`src/common/raster_pkg.sv`:
```
// shared constants and types for the triangle rasterizer
// frame is 320x240 RGB332, vertices must lie inside the frame
// edge widths are sized for coordinates below 320 and 240 only

package raster_pkg;

  //////////////////////////////////////////////////////////////
  // vector types
  //////////////////////////////////////////////////////////////

  // pixel column, 0..319
  typedef logic [8:0] coord_x_t;
  // pixel row, 0..239
  typedef logic [7:0] coord_y_t;
  // display drawX / drawY, full 640x480 timing
  typedef logic [9:0] draw_coord_t;
  // RGB332 pixel
  typedef logic [7:0] color_t;
  // one 4-bit output channel
  typedef logic [3:0] channel_t;
  // row * 320 + column
  typedef logic [16:0] fb_addr_t;

  // edge coefficients, |a| <= 239 and |b| <= 319
  typedef logic signed [9:0] edge_coef_t;
  // edge constant, |c| <= 319 * 239
  typedef logic signed [17:0] edge_const_t;
  // a*x + b*y + c for one pixel
  typedef logic signed [19:0] edge_val_t;

  //////////////////////////////////////////////////////////////
  // constants
  //////////////////////////////////////////////////////////////

  localparam int FB_WIDTH = 320;
  localparam int FB_HEIGHT = 240;
  localparam int FB_DEPTH = FB_WIDTH * FB_HEIGHT;
  // written to every word during a clear
  localparam color_t CLEAR_COLOR = 8'h00;

  //////////////////////////////////////////////////////////////
  // structs and state
  //////////////////////////////////////////////////////////////

  typedef struct packed {
    coord_x_t x;
    coord_y_t y;
  } vertex_t;

  // v[0], v[1], v[2] are vertices 1, 2, 3
  typedef struct packed {
    vertex_t [2:0] v;
    color_t color;
  } triangle_t;

  typedef struct packed {
    edge_coef_t a;
    edge_coef_t b;
    edge_const_t c;
  } edge_t;

  // edges[0..2] are 1->2, 2->3, 3->1; box limits inclusive
  typedef struct packed {
    edge_t [2:0] edges;
    coord_x_t min_x;
    coord_x_t max_x;
    coord_y_t min_y;
    coord_y_t max_y;
    color_t color;
  } setup_t;

  typedef struct packed {
    logic we;
    fb_addr_t addr;
    color_t data;
  } fb_write_t;

  typedef enum logic [1:0] {
    clear_buf,
    wait_tri,
    calc_edge,
    rasterize
  } ctrl_state_t;

endpackage

```
`src/hdl/scanout.sv`:
```
// reads the frame buffer at half resolution for 640x480 display timing
// draw coordinates outside 640x480 give black
// outputs lag draw_x / draw_y by 2 clocks
`timescale 1ns/10ps

module scanout (
  input  logic                      S_AXI_ACLK,
  input  logic                      S_AXI_ARESETN,
  input  raster_pkg::draw_coord_t   draw_x,
  input  raster_pkg::draw_coord_t   draw_y,
  input  raster_pkg::color_t        rd_data,
  output raster_pkg::fb_addr_t      rd_addr,
  output raster_pkg::channel_t      red,
  output raster_pkg::channel_t      green,
  output raster_pkg::channel_t      blue
);

  logic in_range;
  // lines up with rd_data
  logic in_range_q;

  assign in_range = (draw_x < 2 * raster_pkg::FB_WIDTH) && (draw_y < 2 * raster_pkg::FB_HEIGHT);

  // (drawY/2) * 320 + drawX/2, parked at 0 in blanking
  assign rd_addr = in_range ?
      raster_pkg::fb_addr_t'(draw_y[9:1]) * raster_pkg::fb_addr_t'(raster_pkg::FB_WIDTH) +
      raster_pkg::fb_addr_t'(draw_x[9:1]) : '0;

  always_ff @(posedge S_AXI_ACLK) begin
    if (!S_AXI_ARESETN) begin
      in_range_q <= 1'b0;
      red <= '0;
      green <= '0;
      blue <= '0;
    end else begin
      in_range_q <= in_range;
      // RGB332 widened to 4 bits per channel, low bits zero
      red <= in_range_q ? {rd_data[7:5], 1'b0} : '0;
      green <= in_range_q ? {rd_data[4:2], 1'b0} : '0;
      blue <= in_range_q ? {rd_data[1:0], 2'b00} : '0;
    end
  end

endmodule

```
`config.mk`:
```
export PLATFORM = sky130hd
export DESIGN_NAME = scanout
export DESIGN_NICKNAME = d
export VERILOG_FILES = /design/src/common/raster_pkg.sv /design/src/hdl/scanout.sv
export SDC_FILE = /design/constraint.sdc
export NUM_CORES = 1
export LEC_CHECK = 0
export ABC_AREA = 1
export BUFFER_PORTS_ARGS = -buffer_cell sky130_fd_sc_hd__buf_2
export CAP_MARGIN = 30
export CORE_MARGIN = 1
export CORE_UTILIZATION = 45
export CTS_CLUSTER_DIAMETER = 200
export DETAILED_ROUTE_END_ITERATION = 12
export PLACE_DENSITY = 0.84
export SLEW_MARGIN = 20
export SYNTH_ARGS = -nofsm -noshare
export SYNTH_HDL_FRONTEND = slang
export SYNTH_SLANG_ARGS = --single-unit
```
`constraint.sdc`:
```
create_clock -name S_AXI_ACLK -period 6 [get_ports S_AXI_ACLK]
set_input_delay 1.8 -clock S_AXI_ACLK [delete_from_list [all_inputs] [get_ports S_AXI_ACLK]]
set_output_delay 1.8 -clock S_AXI_ACLK [all_outputs]
set_load 0.05 [all_outputs]
```
Word level (Yosys, flattened, before mapping)
Index checks and enable logic that the tools add are counted.
Storage, ports and cells
  bits in registers: 13
  input bits: 30
  output and inout bits: 29
  logic and storage cells: 14
Cells by class
  add/sub/neg operators: 1
  multiply operators: 1
  $lt $le $gt $ge: 2
  mux-type cells: 1
  reduce and logical (&&, ||, !) cells: 2
Operators with widths (count)
  adder 17 x 9 -> 17 bit: 1
  two-way mux 17 bit: 1
  multiplier 9 x 3 -> 11 bit (second input constant): 1
  < comparator 10 bit (second input constant): 1
  < comparator 10 x 9 -> 1 bit (second input constant): 1
  AND reduction 2 bit: 1
  logical AND 1 bit: 1

Longest topological paths before layout
  word-level depth: 3
  gate-level depth with buffers: 13
  mapped depth without buffers: 13

Least setup slack after synthesis
Ideal clock, no wire load.
  path type: input to output
  start point: input port draw_y[2]
  end point: output port rd_addr[11]
  arrival time: 4.268 ns
  data required time: 4.200 ns
  slack: -0.068 ns
  stages on the path: 8
  buffers on the path: 0
  path through: ha_1 ha_1 fa_1 nand2_1 inv_1 nand4_1 and3_1 nor3_1
Between the ends
  word-level cells in the longest chain between the ends: 3
  elaborated cells on any way between the ends: 5
  classes of those cells: 1 x add/sub; 1 x mul; 1 x order compare; 1 x mux; 1 x reduce/logical
Ends and longest elaborated chain
  start: declaration: RTL line scanout.sv:10  | input raster_pkg::draw_coord_t draw_y,
  multiplier 9 x 3 -> 11 bit / < comparator 10 x 9 -> 1 bit (equally long branches): RTL line scanout.sv:26, scanout.sv:22
  adder 17 x 9 -> 17 bit / logical AND 1 bit (equally long branches): RTL line scanout.sv:26, scanout.sv:22
  two-way mux 17 bit *: RTL line scanout.sv:25  | assign rd_addr = in_range ?
  end: declaration: RTL line scanout.sv:12  | output raster_pkg::fb_addr_t rd_addr,
Mark *: on every way between the ends. The rest lies on a longest branch, timed or not.

Final worst setup path
  start point: input port draw_y[2]
  end point: output port rd_addr[15]
The elaborated chain is that of the path after synthesis.

==> impl_metrics.tcl <==
set metrics [dict create \
    grt_usage_pct 17.4 \
    fmax_mhz 172 \
    yosysMostFrequentCell "nand2_1" \
    initial_core_util_pct 49.4 \
    drive_gt1_share_pct 31.6 \
    synth_edf_count 0 \
    p_per_area_nw_per_um2 183 \
    crit_chain "buf_2, ha_1, ha_1, fa_1, nand2_1, inv_1, nand4_1, a21oi_2, nand2_1, nor2_1, a21oi_1, nor2_1, buf_4" \
    grt_pass1_vias 1015 \
    areaGrowthSynthToFinish_pct 28.3 \
    cts_tree "done" \
    path_max_fanout 3 \
    core_sq_um 2300 \
    fillCellCount 223 \
    setup_violations 0 \
    p_leak_nw 0.927 \
    syn_area_per_cell_sq_um 6.48 \
    total_power_uw 267 \
    fin_skew_ns 0.000785 \
    clk_root_buffer_cell "clkbuf_4" \
    gp_congestion 0.857 \
    antennaDiodeCount 0 \
    cp_top_family "adder cells" \
    final_antenna_net_count 0 \
    cts_buffers 3 \
    grt_antenna_before_repair 0 \
    arrival_ns 4.01 \
    crit_type "input port to output pin" \
    drv_slew 0 \
    dieHeight_um 52.2 \
    synth_top_cells_by_count "36 x nand2_1, 35 x inv_1, 23 x nor2_1" \
    syn-cell-area_sq_um 1130 \
    grt_pass1_wl_mm 3.72 \
    rsz0062_at_grt "false" \
    ys_seq_area_share_pct 15.9 \
    timing.max_cap.violations 0 \
    crit_path_top_delay_cell "fa_1" \
    clkTransAtPathRegs_ns 0.05 \
    hold_class "register to register" \
    ys_top_cells_by_area "ha_1 19%, dfxtp_1 16%, nand2_1 12%, inv_1 12%, nor2_1 7.6%" \
    wl_met3_um 115 \
    clock_latency_ns 0.25 \
    grt_max_degree 13 \
    num_vias 1162 \
    fin_crit_sh_pct 96.9 \
    required_ns 4.20 \
    ys_seq_elements 9 \
    fp-row-count 17 \
    critical-path-max-stage-delay_ns 0.51 \
    tns_ns 0 \
    die_w_um 52.2 \
    hpwl_mm 1.91 \
    drtIter0Drc 12 \
    io_pins 59 \
    power.share.clock_pct 16.3 \
    die-area_sq_um 2730 \
    p_sw_share_pct 47.8 \
    yosysTopAreaCell "ha_1" \
    wirelength_mm 2.17 \
    cts_setup_buffers 0 \
    synth_cells 175 \
    finalHoldViolations 0 \
    synth_cell_type_count 28 \
    clock-sinks 9 \
    drc 0 \
    vdd_drop_max_v 0.000121 \
    top_layer "met4" \
    synth.top_cell.area_share_pct 18.7 \
    seq_power_share_pct 23.0 \
    multi_input_area_sq_um 797 \
    seqCellArea_sq_um 180 \
    startpoint_type "input port" \
    combPwrFrac_pct 60.7 \
    nets 281 \
    async_reset_ff_share_pct 0 \
    cp.buffers_inverters 3 \
    period_needed_ns 5.81 \
    grt_overflow 0 \
    p_sw_uw 128 \
    route.met2.wl_um 962 \
    cp-end-kind "output pin" \
    status "finished, final reports clean" \
    p_int_uw 139 \
    cts_buffer_depth 2 \
    portBuffers 52 \
    via_per_inst 4.49 \
    m1WireLength_mm 1.08 \
    drt_first_pass_iters 3 \
    yosysWarnings 0 \
    cts_max_level 1 \
    post_drt_wl_per_cell_um 8.36 \
    ys.flop_type "dfxtp_1" \
]
==> metal layers <==
| metal | vias to the layer above | track usage [%] |
|---|---|---|
| li1 | 650 | - |
| met1 | 475 | 20.5 |
| met2 | 35 | 33.3 |
| met3 | 2 | 0.870 |
| met4 | 0 | 5.26 |
| met5 | - | 0 |
==> repair_timing <==
item	in CTS	in global routing
hold buffers	0	0
endpoints found under the setup margin	0	1
gates resized for setup	0	2
==> worst min-delay path, stage by stage (launching register included) <==
cell	delay, ns
dfxtp_1	0.29
nand2_1	0.19
nor2_1	0.06
==> layout by cell type (no fill, tap or decap), types with 2 or more instances in the layout <==
cell and instances:
nand2_1 36, conb_1 4, o21ai_0 4, o21ai_1 2, dfxtp_1 9, nand3_1 8, nand2_2 5, nor2_1 23
buf_4 3, nor2_4 2, fa_1 2, nand4_1 6, buf_2 51, clkbuf_4 3, a21oi_1 8, inv_1 35
ha_1 17
==> metrics by stage <==
stage	cell area (sq um)	setup slack [ns]	instances	util (%)	hold WS (ns)
final	1460	0.186	259	63.4	0.587
after global routing	1460	0.00876	259	63.4	0.649
after CTS	1450	0.120	259	63.3	0.593
after detailed placement	1430	0.122	255	62.1	0.586
after global placement	1430	0.154	255	62.1	0.575
after floorplan	1150	0.0340	178	-	0.529
==> registers in the layout (all words and copies together), names as in the netlist <==
| signal | cells |
|---|---|
| green | 3 |
| blue | 2 |
| red | 3 |
| in_range_q | 1 |
==> power by group through the flow <==
stage	Combinational [mW]	Sequential [mW]	Clock (mW)
final	0.162	0.0615	0.0435
after global routing	0.180	0.0616	0.0488
after CTS	0.162	0.0615	0.0458
after detailed placement	0.162	0.0628	0
after global placement	0.160	0.0628	0
after floorplan	0.125	0.0668	0
==> final cells by class <==
class	instances	share of cell area, %
clock buffers	4	1.80
well taps	28	2.41
multi-input cells	127	54.7
flip-flops and latches	9	12.4
repair buffers	54	19.1
inverters	37	9.62
==> worst paths after layout <==
check / from / endpoint / slack [ns] / cells after the start
hold reg to reg: in_range_q$_SDFF_PN0_ / green[2]$_SDFF_PN0_ / 0.59 / 2
hold / removal: in_range_q$_SDFF_PN0_ / green[2]$_SDFF_PN0_ / 0.59 / 2
setup / recovery: draw_y[2] / rd_addr[15] / 0.19 / 13
setup reg to reg: in_range_q$_SDFF_PN0_ / blue[3]$_SDFF_PN0_ / 5.33 / 2
==> logic make-up (layout without fill, tap and decap cells) <==
group,after synthesis,count (layout),synth area share [%]
and+or+nand+nor,85,85,34.6
xor gates and xnor gates,2,2,2.21
buffers and inverters,42,95,15.3
adders and majority gates,19,19,22.3
other,1,4,0.330
AOI/OAI and AO/OA,17,17,9.37
DFF,9,9,15.9
No activity file was read; power rests on OpenSTA's default activity.
