--- src/common/raster_pkg.sv ---
// shared constants and types for the triangle rasterizer
// frame is 320x240 RGB332, vertices must lie inside the frame
// edge widths are sized for coordinates below 320 and 240 only

package raster_pkg;

  //////////////////////////////////////////////////////////////
  // vector types
  //////////////////////////////////////////////////////////////

  // pixel column, 0..319
  typedef logic [8:0] coord_x_t;
  // pixel row, 0..239
  typedef logic [7:0] coord_y_t;
  // display drawX / drawY, full 640x480 timing
  typedef logic [9:0] draw_coord_t;
  // RGB332 pixel
  typedef logic [7:0] color_t;
  // one 4-bit output channel
  typedef logic [3:0] channel_t;
  // row * 320 + column
  typedef logic [16:0] fb_addr_t;

  // edge coefficients, |a| <= 239 and |b| <= 319
  typedef logic signed [9:0] edge_coef_t;
  // edge constant, |c| <= 319 * 239
  typedef logic signed [17:0] edge_const_t;
  // a*x + b*y + c for one pixel
  typedef logic signed [19:0] edge_val_t;

  //////////////////////////////////////////////////////////////
  // constants
  //////////////////////////////////////////////////////////////

  localparam int FB_WIDTH = 320;
  localparam int FB_HEIGHT = 240;
  localparam int FB_DEPTH = FB_WIDTH * FB_HEIGHT;
  // written to every word during a clear
  localparam color_t CLEAR_COLOR = 8'h00;

  //////////////////////////////////////////////////////////////
  // structs and state
  //////////////////////////////////////////////////////////////

  typedef struct packed {
    coord_x_t x;
    coord_y_t y;
  } vertex_t;

  // v[0], v[1], v[2] are vertices 1, 2, 3
  typedef struct packed {
    vertex_t [2:0] v;
    color_t color;
  } triangle_t;

  typedef struct packed {
    edge_coef_t a;
    edge_coef_t b;
    edge_const_t c;
  } edge_t;

  // edges[0..2] are 1->2, 2->3, 3->1; box limits inclusive
  typedef struct packed {
    edge_t [2:0] edges;
    coord_x_t min_x;
    coord_x_t max_x;
    coord_y_t min_y;
    coord_y_t max_y;
    color_t color;
  } setup_t;

  typedef struct packed {
    logic we;
    fb_addr_t addr;
    color_t data;
  } fb_write_t;

  typedef enum logic [1:0] {
    clear_buf,
    wait_tri,
    calc_edge,
    rasterize
  } ctrl_state_t;

endpackage

--- src/raster/edge_setup.sv ---
// edge equations and bounding box for one triangle, two stages
// tri_held must stay stable from edge_start until edge_done
// edge_done follows edge_start by exactly 2 cycles
`timescale 1ns/10ps

module edge_setup (
  input  logic                    S_AXI_ACLK,
  input  logic                    S_AXI_ARESETN,
  input  raster_pkg::triangle_t   tri_held,
  input  logic                    edge_start,
  output raster_pkg::setup_t      setup,
  output logic                    edge_done
);

  // stage one results
  raster_pkg::edge_coef_t a_s1 [3];
  raster_pkg::edge_coef_t b_s1 [3];
  // cross products P.x*Q.y and Q.x*P.y, at most 319*239
  logic [16:0] pq_s1 [3];
  logic [16:0] qp_s1 [3];
  raster_pkg::coord_x_t min_x_s1;
  raster_pkg::coord_x_t max_x_s1;
  raster_pkg::coord_y_t min_y_s1;
  raster_pkg::coord_y_t max_y_s1;
  logic stage1_valid;

  function automatic logic [8:0] min3(input logic [8:0] p, input logic [8:0] q,
                                      input logic [8:0] r);
    logic [8:0] m;
    m = (p < q) ? p : q;
    return (m < r) ? m : r;
  endfunction

  function automatic logic [8:0] max3(input logic [8:0] p, input logic [8:0] q,
                                      input logic [8:0] r);
    logic [8:0] m;
    m = (p > q) ? p : q;
    return (m > r) ? m : r;
  endfunction

  ////////////////////////////////////////////////////////////
  // stage one, a, b, products and box
  ////////////////////////////////////////////////////////////

  always_ff @(posedge S_AXI_ACLK) begin
    if (edge_start) begin
      // edge i runs from vertex i to vertex i+1, wrapping
      for (int i = 0; i < 3; i++) begin
        a_s1[i] <= $signed({2'b00, tri_held.v[i].y}) - $signed({2'b00, tri_held.v[(i+1)%3].y});
        b_s1[i] <= $signed({1'b0, tri_held.v[(i+1)%3].x}) - $signed({1'b0, tri_held.v[i].x});
        pq_s1[i] <= tri_held.v[i].x * tri_held.v[(i+1)%3].y;
        qp_s1[i] <= tri_held.v[(i+1)%3].x * tri_held.v[i].y;
      end
      min_x_s1 <= min3(tri_held.v[0].x, tri_held.v[1].x, tri_held.v[2].x);
      max_x_s1 <= max3(tri_held.v[0].x, tri_held.v[1].x, tri_held.v[2].x);
      // y is zero-extended into the shared helpers
      min_y_s1 <= raster_pkg::coord_y_t'(min3({1'b0, tri_held.v[0].y},
                                               {1'b0, tri_held.v[1].y},
                                               {1'b0, tri_held.v[2].y}));
      max_y_s1 <= raster_pkg::coord_y_t'(max3({1'b0, tri_held.v[0].y},
                                               {1'b0, tri_held.v[1].y},
                                               {1'b0, tri_held.v[2].y}));
    end
  end

  ////////////////////////////////////////////////////////////
  // stage two, c and final setup
  ////////////////////////////////////////////////////////////

  always_ff @(posedge S_AXI_ACLK) begin
    if (stage1_valid) begin
      for (int i = 0; i < 3; i++) begin
        setup.edges[i].a <= a_s1[i];
        setup.edges[i].b <= b_s1[i];
        setup.edges[i].c <= $signed({1'b0, pq_s1[i]}) - $signed({1'b0, qp_s1[i]});
      end
      setup.min_x <= min_x_s1;
      setup.max_x <= max_x_s1;
      setup.min_y <= min_y_s1;
      setup.max_y <= max_y_s1;
      setup.color <= tri_held.color;
    end
  end

  // two-deep valid pipe
  always_ff @(posedge S_AXI_ACLK) begin
    if (!S_AXI_ARESETN) begin
      stage1_valid <= 1'b0;
      edge_done <= 1'b0;
    end else begin
      stage1_valid <= edge_start;
      edge_done <= stage1_valid;
    end
  end

endmodule

--- config.mk ---
export PLATFORM = sky130hd
export DESIGN_NAME = edge_setup
export DESIGN_NICKNAME = d
export VERILOG_FILES = /design/src/common/raster_pkg.sv /design/src/raster/edge_setup.sv
export SDC_FILE = /design/constraint.sdc
export NUM_CORES = 1
export LEC_CHECK = 0
export BUFFER_PORTS_ARGS = -buffer_cell sky130_fd_sc_hd__buf_2
export CAP_MARGIN = 0
export CORE_ASPECT_RATIO = 1.25
export CORE_MARGIN = 8
export CORE_UTILIZATION = 50
export CTS_CLUSTER_SIZE = 10
export DETAILED_ROUTE_END_ITERATION = 16
export PLACE_DENSITY = 0.8
export SLEW_MARGIN = 0
export SYNTH_ARGS = -nofsm -noshare
export SYNTH_HDL_FRONTEND = slang
export SYNTH_SLANG_ARGS = --single-unit
export TNS_END_PERCENT = 20
--- constraint.sdc ---
create_clock -name S_AXI_ACLK -period 5.55 [get_ports S_AXI_ACLK]
set_input_delay 1.665 -clock S_AXI_ACLK [delete_from_list [all_inputs] [get_ports S_AXI_ACLK]]
set_output_delay 1.665 -clock S_AXI_ACLK [all_outputs]
set_load 0.03 [all_outputs]
==> Word-level counts from Yosys, hierarchy flattened <==
Memories as Yosys holds them, arrays and structs flattened. A register that Yosys moved wholly into a read port is not among the register bits.
Index checks and enable logic that the tools add are counted.
{ "word_totals": {"register_bits": 132, "mem_bits_rw": 162, "inputBits": 62, "output_inout_bits": 157, "word_cells": 51, "n_memories": 4} }
{ "memory_table": {"columns": ["memory", "words", "word_bits", "read_ports", "rd_clocked_by_memory_dff", "write_ports", "line", "rtl"], "rows": [
  ["pq_s1", 3, 17, 3, 0, 3, "edge_setup.sv:19", "logic [16:0] pq_s1 [3];"],
  ["qp_s1", 3, 17, 3, 0, 3, "edge_setup.sv:20", "logic [16:0] qp_s1 [3];"],
  ["a_s1", 3, 10, 3, 3, 3, "edge_setup.sv:16", "raster_pkg::edge_coef_t a_s1 [3];"],
  ["b_s1", 3, 10, 3, 3, 3, "edge_setup.sv:17", "raster_pkg::edge_coef_t b_s1 [3];"]
]} }
{ "classes": {"addsub": 9, "n_mul": 6, "order_cmp": 8, "n_mux": 10} }
{ "ops": {"columns": ["cell", "count"], "rows": [
  ["$mul A9 B8 Y17", 6],
  ["$sub A17 B17 Y18", 3],
  ["$mux W9", 4],
  ["$mux W8", 4],
  ["$sub A9 B9 Y10", 3],
  ["$sub A8 B8 Y9", 3],
  ["$gt A9 B9 Y1", 2],
  ["$lt A9 B9 Y1", 2],
  ["$gt A8 B8 Y1", 2],
  ["$lt A8 B8 Y1", 2],
  ["$mux W1", 2]
]} }

==> Longest topological paths before layout <==
{ "depth": {"word_depth": 4, "mapped_depth": 19, "ltp_nobuf": 18} }

==> Worst setup path after synthesis <==
Ideal clock, no wire load.
{ "synth_timing": {"path_kind": "input to register", "start": "input port tri_held[38] in the netlist's numbering", "end": "memory qp_s1[0][16], data pin", "setup_time_ns": 0.260, "arrival_time_ns": 5.614, "required_time_ns": 5.290, "path_slack_ns": -0.323, "path_stages": 16, "n_path_buf": 1, "cell_sequence": "inv_1 -> buf_1 -> nor2_1 -> fa_1 -> fa_1 -> fa_1 -> inv_1 -> fa_1 -> inv_1 -> ha_1 -> a21o_1 -> a2111oi_0 -> a21oi_1 -> a21o_1 -> a21oi_1 -> xnor2_1"} }
{ "synth_lines": {"columns": ["element", "line", "rtl"], "rows": [
  ["from (decl)", "edge_setup.sv:9", "input raster_pkg::triangle_t tri_held,"],
  ["to (decl)", "edge_setup.sv:20", null]
]} }

==> Worst setup path in the final report <==
{ "layout_timing": {"start": "input port tri_held[33] in the netlist's numbering", "end": "register min_x_s1[1], data pin"} }
{ "layout_via": {"elab_chain_cells": 4} }
{ "layout_rtl": {"columns": ["element", "line", "rtl"], "rows": [
  ["$lt A9 B9 Y1", "edge_setup.sv:30", "m = (p < q) ? p : q;"],
  ["$mux W9 (*)", "edge_setup.sv:30", null],
  ["$lt A9 B9 Y1", "edge_setup.sv:31", "return (m < r) ? m : r;"],
  ["$mux W9 (*)", "edge_setup.sv:31", null],
  ["to (signal assigned)", "edge_setup.sv:54", "min_x_s1 <= min3(tri_held.v[0].x, tri_held.v[1].x, tri_held.v[2].x);"],
  ["to (decl)", "edge_setup.sv:21", "raster_pkg::coord_x_t min_x_s1;"]
]} }
Every way passes the cells marked *; elsewhere a longest branch is shown, timed or not.
A chain may end at the register's enable or synchronous reset.

==> impl_results.md <==
* CTS Sinks at 348
* Top-area cell type share of the netlist area at 0.3534
* # fillers at 4565
* Reg2reg setup slack at 2.86 ns
* Register area at 10430 sq um
* Initial core utilization at 0.5050
* Max Cap Viol at 0
* Drt wl/cell at 20.68 microns
* Startpoint types: primary input
* Post-DP Area at 34850 sq um
* EDFF count, synth at 346
* Initial antenna violation count at 12
* CP Capture Type: register
* Hold Slack at 0.4180 ns
* Area of the multi-input gates at 17040 sq um
* Synth cell count leaders: inv_1, nor2_1, ha_1, edfxtp_1, fa_1
* Max VDD drop at 0.0003590 V
* Critical path origin: tri_held[33]
* Async SR Flop Fraction at 0
* Vias in the first global route at 24130
* Initial drt markers at 1466
* WL final at 87.58 mm
* Status: complete, no violations
* Yosys cell types at 62
* Post-DP HPWL at 71.55 mm
* I/O Buffers at 218
* Pre-CTS setup slack at -0.4759 ns
* Tmin final at 5.464 ns
* Ports at 219
* Core area at 58220 sq um
* Worst-case reg-to-reg path depth at 9
* Vias at 23060
* RSZ-0062 raised after global routing: yes
* Worst-path maximum fanout at 14
* Seq/Total Area, Yosys at 0.3548
* Leak at 0.01758 uW
* Most frequent cell after synthesis: inv_1
* H-tree Lvls at 2
* Synthesis-to-layout area growth at 23.06%
* Max Root-Sink Buffers at 3
* Mapped Avg Cell Area at 10.52 sq um
* Critical path class: in -> reg
* Clock-pin slew on the worst setup and hold paths at 0.05 ns
* CP arrival at 5.78 ns
* Sequential share of power at 0.275
* Total GRT Usage at 0.2620
* Clock share of power at 0.157
* Worst Tran Pin Value at 0.8372 ns
* Slew headroom at 0.4359
* Comb power frac at 0.568
* Die width at 232.9 microns
* GPL Wtd Cong at 1.022
* Post-DR vias/cell at 5.446
* Layout cells sized above 1 at 0.2289
* Sw Share at 0.3959
* Psw at 6096 uW
* Post-Syn Nets at 3474
* CTS buffer count at 42
* #FFs+latches synth at 348
* Grt ovf at 0
* DIE AREA at 66870 sq um
* Setup WS post-layout at 0.08560 ns
* Fin nets at 4133
* CP endpoint: min_x_s1[1]
* Max Slew Vio Count at 0
* Hold-fix buffers, CTS at 0
* Detailed Routing Iterations Pass 1 at 5
* FMAX at 183.0 MHz
* Final Hold Fails at 0
* Layout Cells excl Fill at 4234
* Synthesized instance count at 2795
* Pwr dens at 425.6 nW/um^2
* Placed insts at 4156
* Die Y at 287.1 microns
* FF-to-FF End: setup[96]
* Tcrit/Tclk final at 0.9846
* CTS tree: built
* Post-DRT Antenna Nets at 0
* DR DRC count at 0
* Synthesis warning total at 0
* Mapped Area at 29400 sq um
* Cell-internal power at 9301 uW
* Main synth FF type: edfxtp_1
* WP data required at 5.87 ns
* Final setup fails at 0
* Clock Tree Root: clkbuf_16
* Design Area, Final at 36180 sq um
* HP Class: reg -> reg
* Final setup skew at 0.02674 ns
* Worst r2r src: qp_s1[0][17]
* Synth area leader: edfxtp_1
* Row cnt at 99
* Pin count of the biggest net entering global routing at 91
* Synth top area cells: edfxtp_1, fa_1, ha_1, inv_1, nor2_1
* First-pass GRT wire length at 134.0 mm
* Worst skew pair latency at 0.58 ns
==> sequential cells by signal (all words and copies together), names as in the netlist <==
| name | flops |
|---|---|
| pq_s1 | 51 |
| max_x_s1 | 9 |
| setup | 153 |
| min_x_s1 | 9 |
| min_y_s1 | 8 |
| qp_s1 | 51 |
| edge_done | 1 |
| max_y_s1 | 8 |
| b_s1 | 30 |
| a_s1 | 27 |
| stage1_valid | 1 |
==> per-layer routing <==
layer  track usage  wire length (microns)
met5             0                     61
met3       0.04670                   5841
met2        0.4532                  43380
met4        0.1813                   6957
met1        0.2900                  31340
==> layout by cell type (no fill, tap or decap), types with 7 or more instances in the layout <==
cell type / count
nand3_1: 17
buf_12: 21
nand4_1: 12
mux2_2: 29
xor2_1: 51
o21a_1: 43
edfxtp_1: 346
clkinv_1: 17
clkbuf_16: 43
or3_1: 14
nand2_1: 146
inv_1: 434
buf_2: 215
fa_1: 261
nor2b_1: 31
a31oi_1: 7
nor2_1: 433
nor3_1: 21
ha_1: 354
clkinvlp_4: 8
nand2b_1: 21
diode_2: 8
a211oi_1: 13
o31a_1: 14
o21ai_0: 98
and3_1: 7
clkbuf_1: 10
buf_4: 436
o21bai_1: 8
o211ai_1: 10
a21o_1: 50
mux2i_1: 15
a21oi_1: 113
xnor2_1: 81
==> metrics by stage <==
stage                 util  setup TNS, ns  total power (uW)
floorplan                -        -0.5598              9762
global placement    0.5987         -15.72             12670
detailed placement  0.5987         -17.75             12870
CTS                 0.6188              0             15460
global route        0.6213       -0.06483             16510
finish              0.6215              0             15400
==> layout make-up <==
class,count,share of cell area
antenna,8,0.0005533
clock buffer,53,0.03078
clock inverter,6,0.001625
inverter,463,0.04900
multi-input combinational,1924,0.4709
sequential,348,0.2884
tap,757,0.02618
timing repair buffer,675,0.1326
==> timing repair <==
item,in CTS,in global routing
endpoints found under the hold margin,0,0
setup endpoints to repair,0,13
resized for setup,0,16
setup buffers,0,11
==> power groups by stage <==
stage / Clock (uW) / Sequential (uW) / Combinational (uW)
floorplan: 0 / 4630 / 5130
global placement: 0 / 4260 / 8420
detailed placement: 0 / 4270 / 8600
global route: 2550 / 4280 / 9680
finish: 2420 / 4230 / 8750
CTS: 2460 / 4240 / 8760
==> critical path: stages <==
cell and delay [ns]:
buf_2 0.17, clkinv_1 0.16, ha_1 0.25, fa_1 0.40, nand2b_1 0.20, a211oi_2 0.26, o31ai_2 0.11, a21o_4 0.28
o21ai_0 0.52, ha_1 0.36, a21o_1 0.18, a21o_1 0.16, a21oi_1 0.20, nand3_1 0.17, o21ai_4 0.18, buf_12 0.15
mux2_2 0.35
==> how the worst min path moves through the flow <==
| stage | startpoint | endpoint | depth (start not counted) |
|---|---|---|---|
| 3_5_place_dp | b_s1[0][13] | setup[101] | 0 |
| 3_3_place_gp | max_x_s1[4] | setup[28] | 0 |
| 6_report | max_x_s1[8] | setup[32] | 0 |
| 4_1_cts | a_s1[0][15] | setup[113] | 0 |
| 5_1_grt | a_s1[0][11] | setup[109] | 0 |
| 2_1_floorplan | b_s1[0][12] | setup[100] | 0 |
==> logic make-up (layout without fill, tap and decap cells) <==
kind of cell | count (synthesis) | after routing | synth area share
other | 0 | 8 | 0
adders and majority gates | 617 | 617 | 0.3292
AOI/OAI and AO/OA | 411 | 411 | 0.08984
muxes | 46 | 46 | 0.01719
DFF | 348 | 348 | 0.3548
buffers and inverters | 523 | 1197 | 0.06749
xor gates and xnor gates | 132 | 132 | 0.03932
and+or+nand+nor | 718 | 718 | 0.1022
(Power assumes the default switching activity.)
