## config.mk

```make
export PLATFORM = sky130hd
export DESIGN_NAME = pixel_walker
export DESIGN_NICKNAME = d
export VERILOG_FILES = /design/src/common/raster_pkg.sv /design/src/raster/pixel_walker.sv
export SDC_FILE = /design/constraint.sdc
export NUM_CORES = 2
export LEC_CHECK = 0
export BUFFER_PORTS_ARGS = -buffer_cell sky130_fd_sc_hd__buf_2
export CAP_MARGIN = 15
export CORE_MARGIN = 10
export CORE_UTILIZATION = 47
export DETAILED_ROUTE_END_ITERATION = 8
export GPL_TIMING_DRIVEN = 0
export PLACE_DENSITY = 0.67
export SLEW_MARGIN = 10
export SYNTH_ARGS = -nofsm -noshare
export SYNTH_HDL_FRONTEND = slang
export SYNTH_SLANG_ARGS = --single-unit
```

## constraint.sdc

```tcl
create_clock -name S_AXI_ACLK -period 7.7 [get_ports S_AXI_ACLK]
set_input_delay 0.385 -clock S_AXI_ACLK [delete_from_list [all_inputs] [get_ports S_AXI_ACLK]]
set_output_delay 0.385 -clock S_AXI_ACLK [all_outputs]
set_load 0.02 [all_outputs]
```

## src/common/raster_pkg.sv

```systemverilog
// shared constants and types for the triangle rasterizer
// frame is 320x240 RGB332, vertices must lie inside the frame
// edge widths are sized for coordinates below 320 and 240 only

package raster_pkg;

  //////////////////////////////////////////////////////////////
  // vector types
  //////////////////////////////////////////////////////////////

  // pixel column, 0..319
  typedef logic [8:0] coord_x_t;
  // pixel row, 0..239
  typedef logic [7:0] coord_y_t;
  // display drawX / drawY, full 640x480 timing
  typedef logic [9:0] draw_coord_t;
  // RGB332 pixel
  typedef logic [7:0] color_t;
  // one 4-bit output channel
  typedef logic [3:0] channel_t;
  // row * 320 + column
  typedef logic [16:0] fb_addr_t;

  // edge coefficients, |a| <= 239 and |b| <= 319
  typedef logic signed [9:0] edge_coef_t;
  // edge constant, |c| <= 319 * 239
  typedef logic signed [17:0] edge_const_t;
  // a*x + b*y + c for one pixel
  typedef logic signed [19:0] edge_val_t;

  //////////////////////////////////////////////////////////////
  // constants
  //////////////////////////////////////////////////////////////

  localparam int FB_WIDTH = 320;
  localparam int FB_HEIGHT = 240;
  localparam int FB_DEPTH = FB_WIDTH * FB_HEIGHT;
  // written to every word during a clear
  localparam color_t CLEAR_COLOR = 8'h00;

  //////////////////////////////////////////////////////////////
  // structs and state
  //////////////////////////////////////////////////////////////

  typedef struct packed {
    coord_x_t x;
    coord_y_t y;
  } vertex_t;

  // v[0], v[1], v[2] are vertices 1, 2, 3
  typedef struct packed {
    vertex_t [2:0] v;
    color_t color;
  } triangle_t;

  typedef struct packed {
    edge_coef_t a;
    edge_coef_t b;
    edge_const_t c;
  } edge_t;

  // edges[0..2] are 1->2, 2->3, 3->1; box limits inclusive
  typedef struct packed {
    edge_t [2:0] edges;
    coord_x_t min_x;
    coord_x_t max_x;
    coord_y_t min_y;
    coord_y_t max_y;
    color_t color;
  } setup_t;

  typedef struct packed {
    logic we;
    fb_addr_t addr;
    color_t data;
  } fb_write_t;

  typedef enum logic [1:0] {
    clear_buf,
    wait_tri,
    calc_edge,
    rasterize
  } ctrl_state_t;

endpackage

```

## src/raster/pixel_walker.sv

```systemverilog
// walks the bounding box row by row at one pixel per clock
// setup must stay stable from walk_start until walk_done
// writes are registered; walk_done comes one cycle after the last write slot
`timescale 1ns/10ps

module pixel_walker (
  input  logic                    S_AXI_ACLK,
  input  logic                    S_AXI_ARESETN,
  input  raster_pkg::setup_t      setup,
  input  logic                    walk_start,
  output raster_pkg::fb_write_t   walk_wr,
  output logic                    walk_done
);

  // current pixel
  raster_pkg::coord_x_t col;
  raster_pkg::coord_y_t row;
  logic active;
  // last pixel was issued on the previous clock
  logic last_q;

  raster_pkg::edge_val_t ev [3];
  logic all_pos;
  logic all_neg;
  logic in_tri;
  logic last_px;
  raster_pkg::fb_addr_t pix_addr;

  // a*x + b*y + c in signed arithmetic
  function automatic raster_pkg::edge_val_t edge_eval(input raster_pkg::edge_t e,
                                                      input raster_pkg::coord_x_t x,
                                                      input raster_pkg::coord_y_t y);
    raster_pkg::edge_val_t ax;
    raster_pkg::edge_val_t by;
    raster_pkg::edge_val_t cc;
    ax = $signed(e.a) * $signed({1'b0, x});
    by = $signed(e.b) * $signed({1'b0, y});
    cc = $signed(e.c);
    return ax + by + cc;
  endfunction

  ////////////////////////////////////////////////////////////
  // inside test
  ////////////////////////////////////////////////////////////

  always_comb begin
    for (int i = 0; i < 3; i++) begin
      ev[i] = edge_eval(setup.edges[i], col, row);
    end
  end

  // either winding counts and pixels on an edge are inside
  assign all_pos = (ev[0] >= 0) && (ev[1] >= 0) && (ev[2] >= 0);
  assign all_neg = (ev[0] <= 0) && (ev[1] <= 0) && (ev[2] <= 0);
  assign in_tri = all_pos || all_neg;

  assign last_px = (col == setup.max_x) && (row == setup.max_y);

  assign pix_addr = raster_pkg::fb_addr_t'(row) * raster_pkg::fb_addr_t'(raster_pkg::FB_WIDTH) +
                    raster_pkg::fb_addr_t'(col);

  ////////////////////////////////////////////////////////////
  // walk
  ////////////////////////////////////////////////////////////

  always_ff @(posedge S_AXI_ACLK) begin
    walk_wr.addr <= pix_addr;
    walk_wr.data <= setup.color;
    if (!S_AXI_ARESETN) begin
      active <= 1'b0;
      last_q <= 1'b0;
      walk_done <= 1'b0;
      walk_wr.we <= 1'b0;
    end else begin
      walk_wr.we <= active && in_tri;
      last_q <= active && last_px;
      walk_done <= last_q;
      if (walk_start) begin
        active <= 1'b1;
        col <= setup.min_x;
        row <= setup.min_y;
      end else if (active) begin
        // single-pixel box ends here on its first step
        if (last_px) begin
          active <= 1'b0;
        end else if (col == setup.max_x) begin
          col <= setup.min_x;
          row <= row + 1'b1;
        end else begin
          col <= col + 1'b1;
        end
      end
    end
  end

endmodule

```

## Word level (Yosys, flattened, before mapping)

Index checks and enable logic that the tools add are counted.

| operators by class | value |
|---|---|
| mux-type cells | 11 |
| shifts and indexed selects | 0 |
| eq/ne operators | 3 |
| bitwise logic cells | 0 |
| $lt $le $gt $ge | 6 |
| reduce and logical (&&, ||, !) cells | 12 |
| $add $sub $neg | 9 |
| divide/modulo/power cells | 0 |
| multiply operators | 7 |

Operators with widths:

| kind | number |
|---|---|
| 20-bit by 18-bit adder with 20-bit output | 3 |
| 20-bit by 19-bit adder with 20-bit output | 3 |
| 20-bit by 1-bit greater-or-equal comparator with 1-bit output (second input constant) | 3 |
| 20-bit by 1-bit <= comparator with 1-bit output (second input constant) | 3 |
| 10-bit by 10-bit multiplier with 20-bit output | 3 |
| 10-bit by 9-bit multiplier with 19-bit output | 3 |
| 9-bit two-way mux | 4 |
| 8-bit two-way mux | 4 |
| 17-bit by 9-bit adder with 17-bit output | 1 |
| 8-bit by 3-bit multiplier with 11-bit output (second input constant) | 1 |
| 9-bit by 1-bit adder with 9-bit output (second input constant) | 1 |
| 9-bit == test | 1 |
| 8-bit by 1-bit adder with 8-bit output (second input constant) | 1 |
| 8-bit == test | 1 |
| 1-bit logical AND | 7 |
| 4-bit AND reduction | 1 |
| 2-bit nonzero test | 2 |
| 1-bit two-way mux | 3 |
| 3-bit AND reduction | 1 |
| 2-bit != test (second input constant) | 1 |
| 1-bit logical OR | 1 |

| storage, ports and cells | value |
|---|---|
| ROM bits | 0 |
| input port bits | 159 |
| bits in writable memories | 0 |
| output and inout port bits | 27 |
| bits in latches | 0 |
| logic and storage cells | 56 |
| register bits | 46 |
| memories | 0 |

## Logic depth before layout (Yosys ltp)

| depth | value |
|---|---|
| word-level depth | 8 |
| depth in mapped cells | 27 |
| mapped depth without buffers | 25 |

## Worst setup path before layout

Ideal clock, no wire load.

| timing | value |
|---|---|
| path type | reg-to-reg |
| start | register col[1] |
| end | register walk_wr[25] (netlist bit) |
| data required time | 7616 ps |
| path buffers | 1 |
| clock period less this slack | 7212 ps |
| path slack | 488 ps |
| library setup time | 84 ps |
| cell stages (with the launch flop) | 26 |
| arrival | 7128 ps |
| cell sequence | edfxtp_1 > clkbuf_1 > nand2_1 > inv_1 > fa_1 > inv_1 > fa_1 > inv_1 > fa_1 > inv_1 > fa_1 > fa_1 > inv_1 > fa_1 > inv_1 > fa_1 > inv_1 > ha_1 > a311o_1 > nor4_1 > nand4_1 > or4_1 > nor4_2 > o2111ai_1 > and3_1 > o31ai_2 |

| between the ends | value |
|---|---|
| longest elaborated chain between the ends | 8 |
| elaborated cells on any way between the ends | 21 |
| those cells by class | add/sub (6); mul (3); order compare (6); reduce/logical (6) |

Ends and longest elaborated chain:

| item | RTL line | RTL |
|---|---|---|
| from (decl) | pixel_walker.sv:16 | `raster_pkg::coord_x_t col;` |
| from (signal assigned) | pixel_walker.sv:80 | `col <= setup.min_x;` |
| from (signal assigned) | pixel_walker.sv:87 | `col <= setup.min_x;` |
| from (signal assigned) | pixel_walker.sv:90 | `col <= col + 1'b1;` |
| 10-bit by 10-bit multiplier with 20-bit output | pixel_walker.sv:36 | `ax = $signed(e.a) * $signed({1'b0, x});` |
| 20-bit by 19-bit adder with 20-bit output | pixel_walker.sv:39 | `return ax + by + cc;` |
| 20-bit by 18-bit adder with 20-bit output | pixel_walker.sv:39 |  |
| 20-bit by 1-bit greater-or-equal comparator with 1-bit output or 20-bit by 1-bit <= comparator with 1-bit output (tied branches) | pixel_walker.sv:53, pixel_walker.sv:54 |  |
| 1-bit logical AND (on tied branches) (2 in series) | pixel_walker.sv:53, pixel_walker.sv:54 |  |
| 1-bit logical OR (*) | pixel_walker.sv:55 | `assign in_tri = all_pos \|\| all_neg;` |
| 1-bit logical AND (*) | pixel_walker.sv:75 | `walk_wr.we <= active && in_tri;` |
| to (decl) | pixel_walker.sv:11 | `output raster_pkg::fb_write_t walk_wr,` |

Every way passes the cells marked *; elsewhere a longest branch is shown, timed or not.
A chain may end at the register's enable or synchronous reset.

## Worst setup path after layout

| timing | value |
|---|---|
| start | register row[3] |
| end | register walk_wr[25] (netlist bit) |

| between the ends | value |
|---|---|
| longest elaborated chain between the ends | 8 |
| elaborated cells on any way between the ends | 21 |
| those cells by class | add/sub (6); mul (3); order compare (6); reduce/logical (6) |

Ends and longest elaborated chain:

| item | RTL line | RTL |
|---|---|---|
| from (decl) | pixel_walker.sv:17 | `raster_pkg::coord_y_t row;` |
| from (signal assigned) | pixel_walker.sv:81 | `row <= setup.min_y;` |
| from (signal assigned) | pixel_walker.sv:88 | `row <= row + 1'b1;` |
| 10-bit by 9-bit multiplier with 19-bit output | pixel_walker.sv:37 | `by = $signed(e.b) * $signed({1'b0, y});` |
| 20-bit by 19-bit adder with 20-bit output | pixel_walker.sv:39 |  |
| 20-bit by 18-bit adder with 20-bit output | pixel_walker.sv:39 |  |
| 20-bit by 1-bit greater-or-equal comparator with 1-bit output or 20-bit by 1-bit <= comparator with 1-bit output (tied branches) | pixel_walker.sv:53, pixel_walker.sv:54 |  |
| 1-bit logical AND (on tied branches) (2 in series) | pixel_walker.sv:53, pixel_walker.sv:54 |  |
| 1-bit logical OR (*) | pixel_walker.sv:55 |  |
| 1-bit logical AND (*) | pixel_walker.sv:75 |  |

Marked as above.

==> results.md <==
* Placer congestion estimate at between 0.9 and 1
* Die area at 61600 sq um
* Nets at approximately 3800
* # DRC at 0
* Most common cell after layout, fill and taps aside: inv_1
* Setup-failing EPs final at 0
* Share of layout cells above drive strength 1 at a little under an eighth
* Worst setup startpoint: row[3]
* Hpwl dp at between 50000 and 60000 um
* Max_slew headroom at between 40% and 50%
* Final period util at between 90 and 100%
* # rows at 83
* Vias in the first global route at just under 20000
* Final Skew at between 5 and 6 ps
* Final worst setup slack at 103 ps
* Post-Syn Area at 24500 sq um
* DR iter-0 viols at 1153
* Crit path DAT at between 7000 and 8000 ps
* WHS Endpoint: walk_wr[0]
* R2r startpoint: row[3]
* Seq cells post-synth at 46
* Post-Layout Cell Count at 3499
* Met3 Usage GRT at under 10%
* Ports at ~190
* Outcome: finished clean
* Slowest-stage cell, CP: clkbuf_1
* Max Fclk at 0.132 GHz
* Antenna violations before repair at 11
* Register-to-register setup slack at about 100 ps
* Hold_sp: setup[0]
* Yosys top cell area share at between 40% and 50%
* Post-synth EDFFs at 17
* WHS Path Cells at 1
* Port bufs at roughly 160
* Hold WC Path Type: in2reg
* Global-route usage over all layers at 22.0%
* Synth area leaders: fa_1 (48%), ha_1 (13%), inv_1 (9.3%), nand2_1 (5.5%), and2_1 (5.1%)
* CP endpoint kind: register
* Async S/R FF share, synth at 0%
* CP Launch Type: register
* Syn nets at 3620
* First-pass GRT wire length at approximately 110000 um
* Die span in x at 248 um
* Fin. max-slew vios at 0
* Clock root buffer: clkbuf_16
* Clk sinks at 46
* CTS tree: yes
* Netlist cell types at 76
* Worst-Skew Late Latency at around 290 ps
* TritonCTS buffer count at 5
* Met1 Use GR at approximately 28%
* Pre-CTS WS at -1330 ps
* Syn_area_per_cell at around 9.3 sq um
* Synth warnings at 0
* Core ar. at 51400 sq um
* Length in cells of the worst reg-to-reg path at 21
* Bufs on Longest Clock Path at 2
* CP peak stage delay at approximately 570 ps
* Busiest grt layer: met2
* Util after Layout at between 50% and 60%
* Worst Path Required at roughly 8000 ps
* DRT Pass-1 Iters at 6
* Crit-path max FO at 10
* Least-Margin Pin Slew at between 800 and 900 ps
* CTS H-tree lvls at 2
* Area leader, netlist: fa_1
* RR Endpoint: walk_wr[25]
* DP Cell Count at about 3500
* RSZ-0062 raised after global routing: yes
* Routed wire length at 66600 um
* Sequential area share after synthesis at 4.46%
* Largest net degree at the start of global routing at 15
* DR WL/cell at between 15 and 20 um
* Ys flop type: dfxtp_1
* Initial Util at 47.6%
* Hold Violations, Final at 0
* ANT nets after route at 0
* Die height at approximately 250 um
* Vias at roughly 18000
* Count of buffer and inverter cells on the critical path at 3
* Reg clk slew, reported paths at 60 ps
* Met2 usage at between 30% and 40%
* Mapped Cells at 2617
* Commonest non-fill, non-tap cells in the layout: inv_1 (599), fa_1 (578), nand2_1 (353)
* Tmin final at 7600 ps
* Cell Chain, Critical Path: clkbuf_1, nand2_1, fa_1, fa_1, fa_1, fa_1, fa_1, fa_1, inv_1, fa_1, ha_1, buf_6, nand2b_1, o221ai_2, a2111oi_4, nand4_1, or4_4, nor4_4, o2111ai_1, and3_4, o31ai_4
* Max-Cap Viols at 0
* Gr ovfl total at 0
* P&R area growth vs syn at 10.3%
* Critical path class: reg2reg
* Critical path's top delay family: adder cells
* Cell mode on critical path: fa_1
* DR vias/cell at between 5 and 6
## Yosys cell counts, drive strengths merged, types with 15 or more instances
library cell	instances
ha	257
inv	608
xnor2	66
nand2b	15
dfxtp	29
nand2	361
and2	200
fa	587
nor2	49
a21oi	67
nand3	17
xor2	29
clkbuf	68
edfxtp	17
buf	28
o21ai	38
## area by class of cell
type,count,area (sq um)
multi-input combinational,1867,21000
tap,680,851
sequential,46,1090
timing repair buffer,202,1130
inverter,608,2280
antenna,5,12.5
buffer,83,499
clock inverter,2,10.0
clock buffer,6,150
fill,4663,24400
## cell families after synthesis
logic type               Yosys count  share of synthesized area [%]
XOR/XNOR                          95                           3.40
AND/OR/NAND/NOR                  717                           14.2
multiplexers                       4                          0.174
flip-flops                        46                           4.46
AO/OA/AOI/OAI                    207                           5.63
adder cells (fa/ha/maj)          844                           61.2
buffers and inverters            704                           10.9
## worst reg2reg max path, stage by stage (launching register included)
cell and delay [ps]:
edfxtp_1 440, clkbuf_1 570, nand2_1 180, fa_1 510, fa_1 520, fa_1 460
fa_1 570, fa_1 450, fa_1 500, inv_1 50, fa_1 430, ha_1 350
buf_6 160, nand2b_1 130, o221ai_2 110, a2111oi_4 360, nand4_1 190, or4_4 570
nor4_4 390, o2111ai_1 170, and3_4 240, o31ai_4 210
## flip-flops by register name, summed over array words and instances, names as in the netlist
signal,cells
active,1
last_q,1
col,9
walk_wr,26
walk_done,1
row,8
## repair_timing
item,4_1_cts,5_1_grt
pin swaps,2,28
endpoints found under the setup margin,1,1
hold buffers,0,0
buffers inserted,10,30
resized for setup,67,113
## metrics by stage
step / setup TNS, ps / cell area, sq um / hold slack [ps]
after detailed placement: -1330 / 26100 / 355
after CTS: 0 / 26500 / 187
after floorplan: 0 / 24500 / 346
after global placement: -1230 / 26100 / 357
final: 0 / 27000 / 192
after global routing: -68.6 / 27000 / 178
## layer usage
layer	vias to the layer above	share of wire (%)
met2	634	49
met4	14	2.9
met5	-	0.13
met1	9330	40
li1	8288	-
met3	111	7.6
## worst max-delay path by stage
stage / slack, ps / end / cells past startpoint
after floorplan: 490 / walk_wr[25] / 25
after global placement: -1230 / walk_wr[25] / 22
after detailed placement: -1330 / walk_wr[25] / 22
after CTS: 0.5 / walk_wr[25] / 23
after global routing: -70 / walk_wr[25] / 26
final: 100 / walk_wr[25] / 21
Power is left out: the tool's default activity adds up to more than one toggle a clock period on the data nets, which glitch-free logic cannot reach.
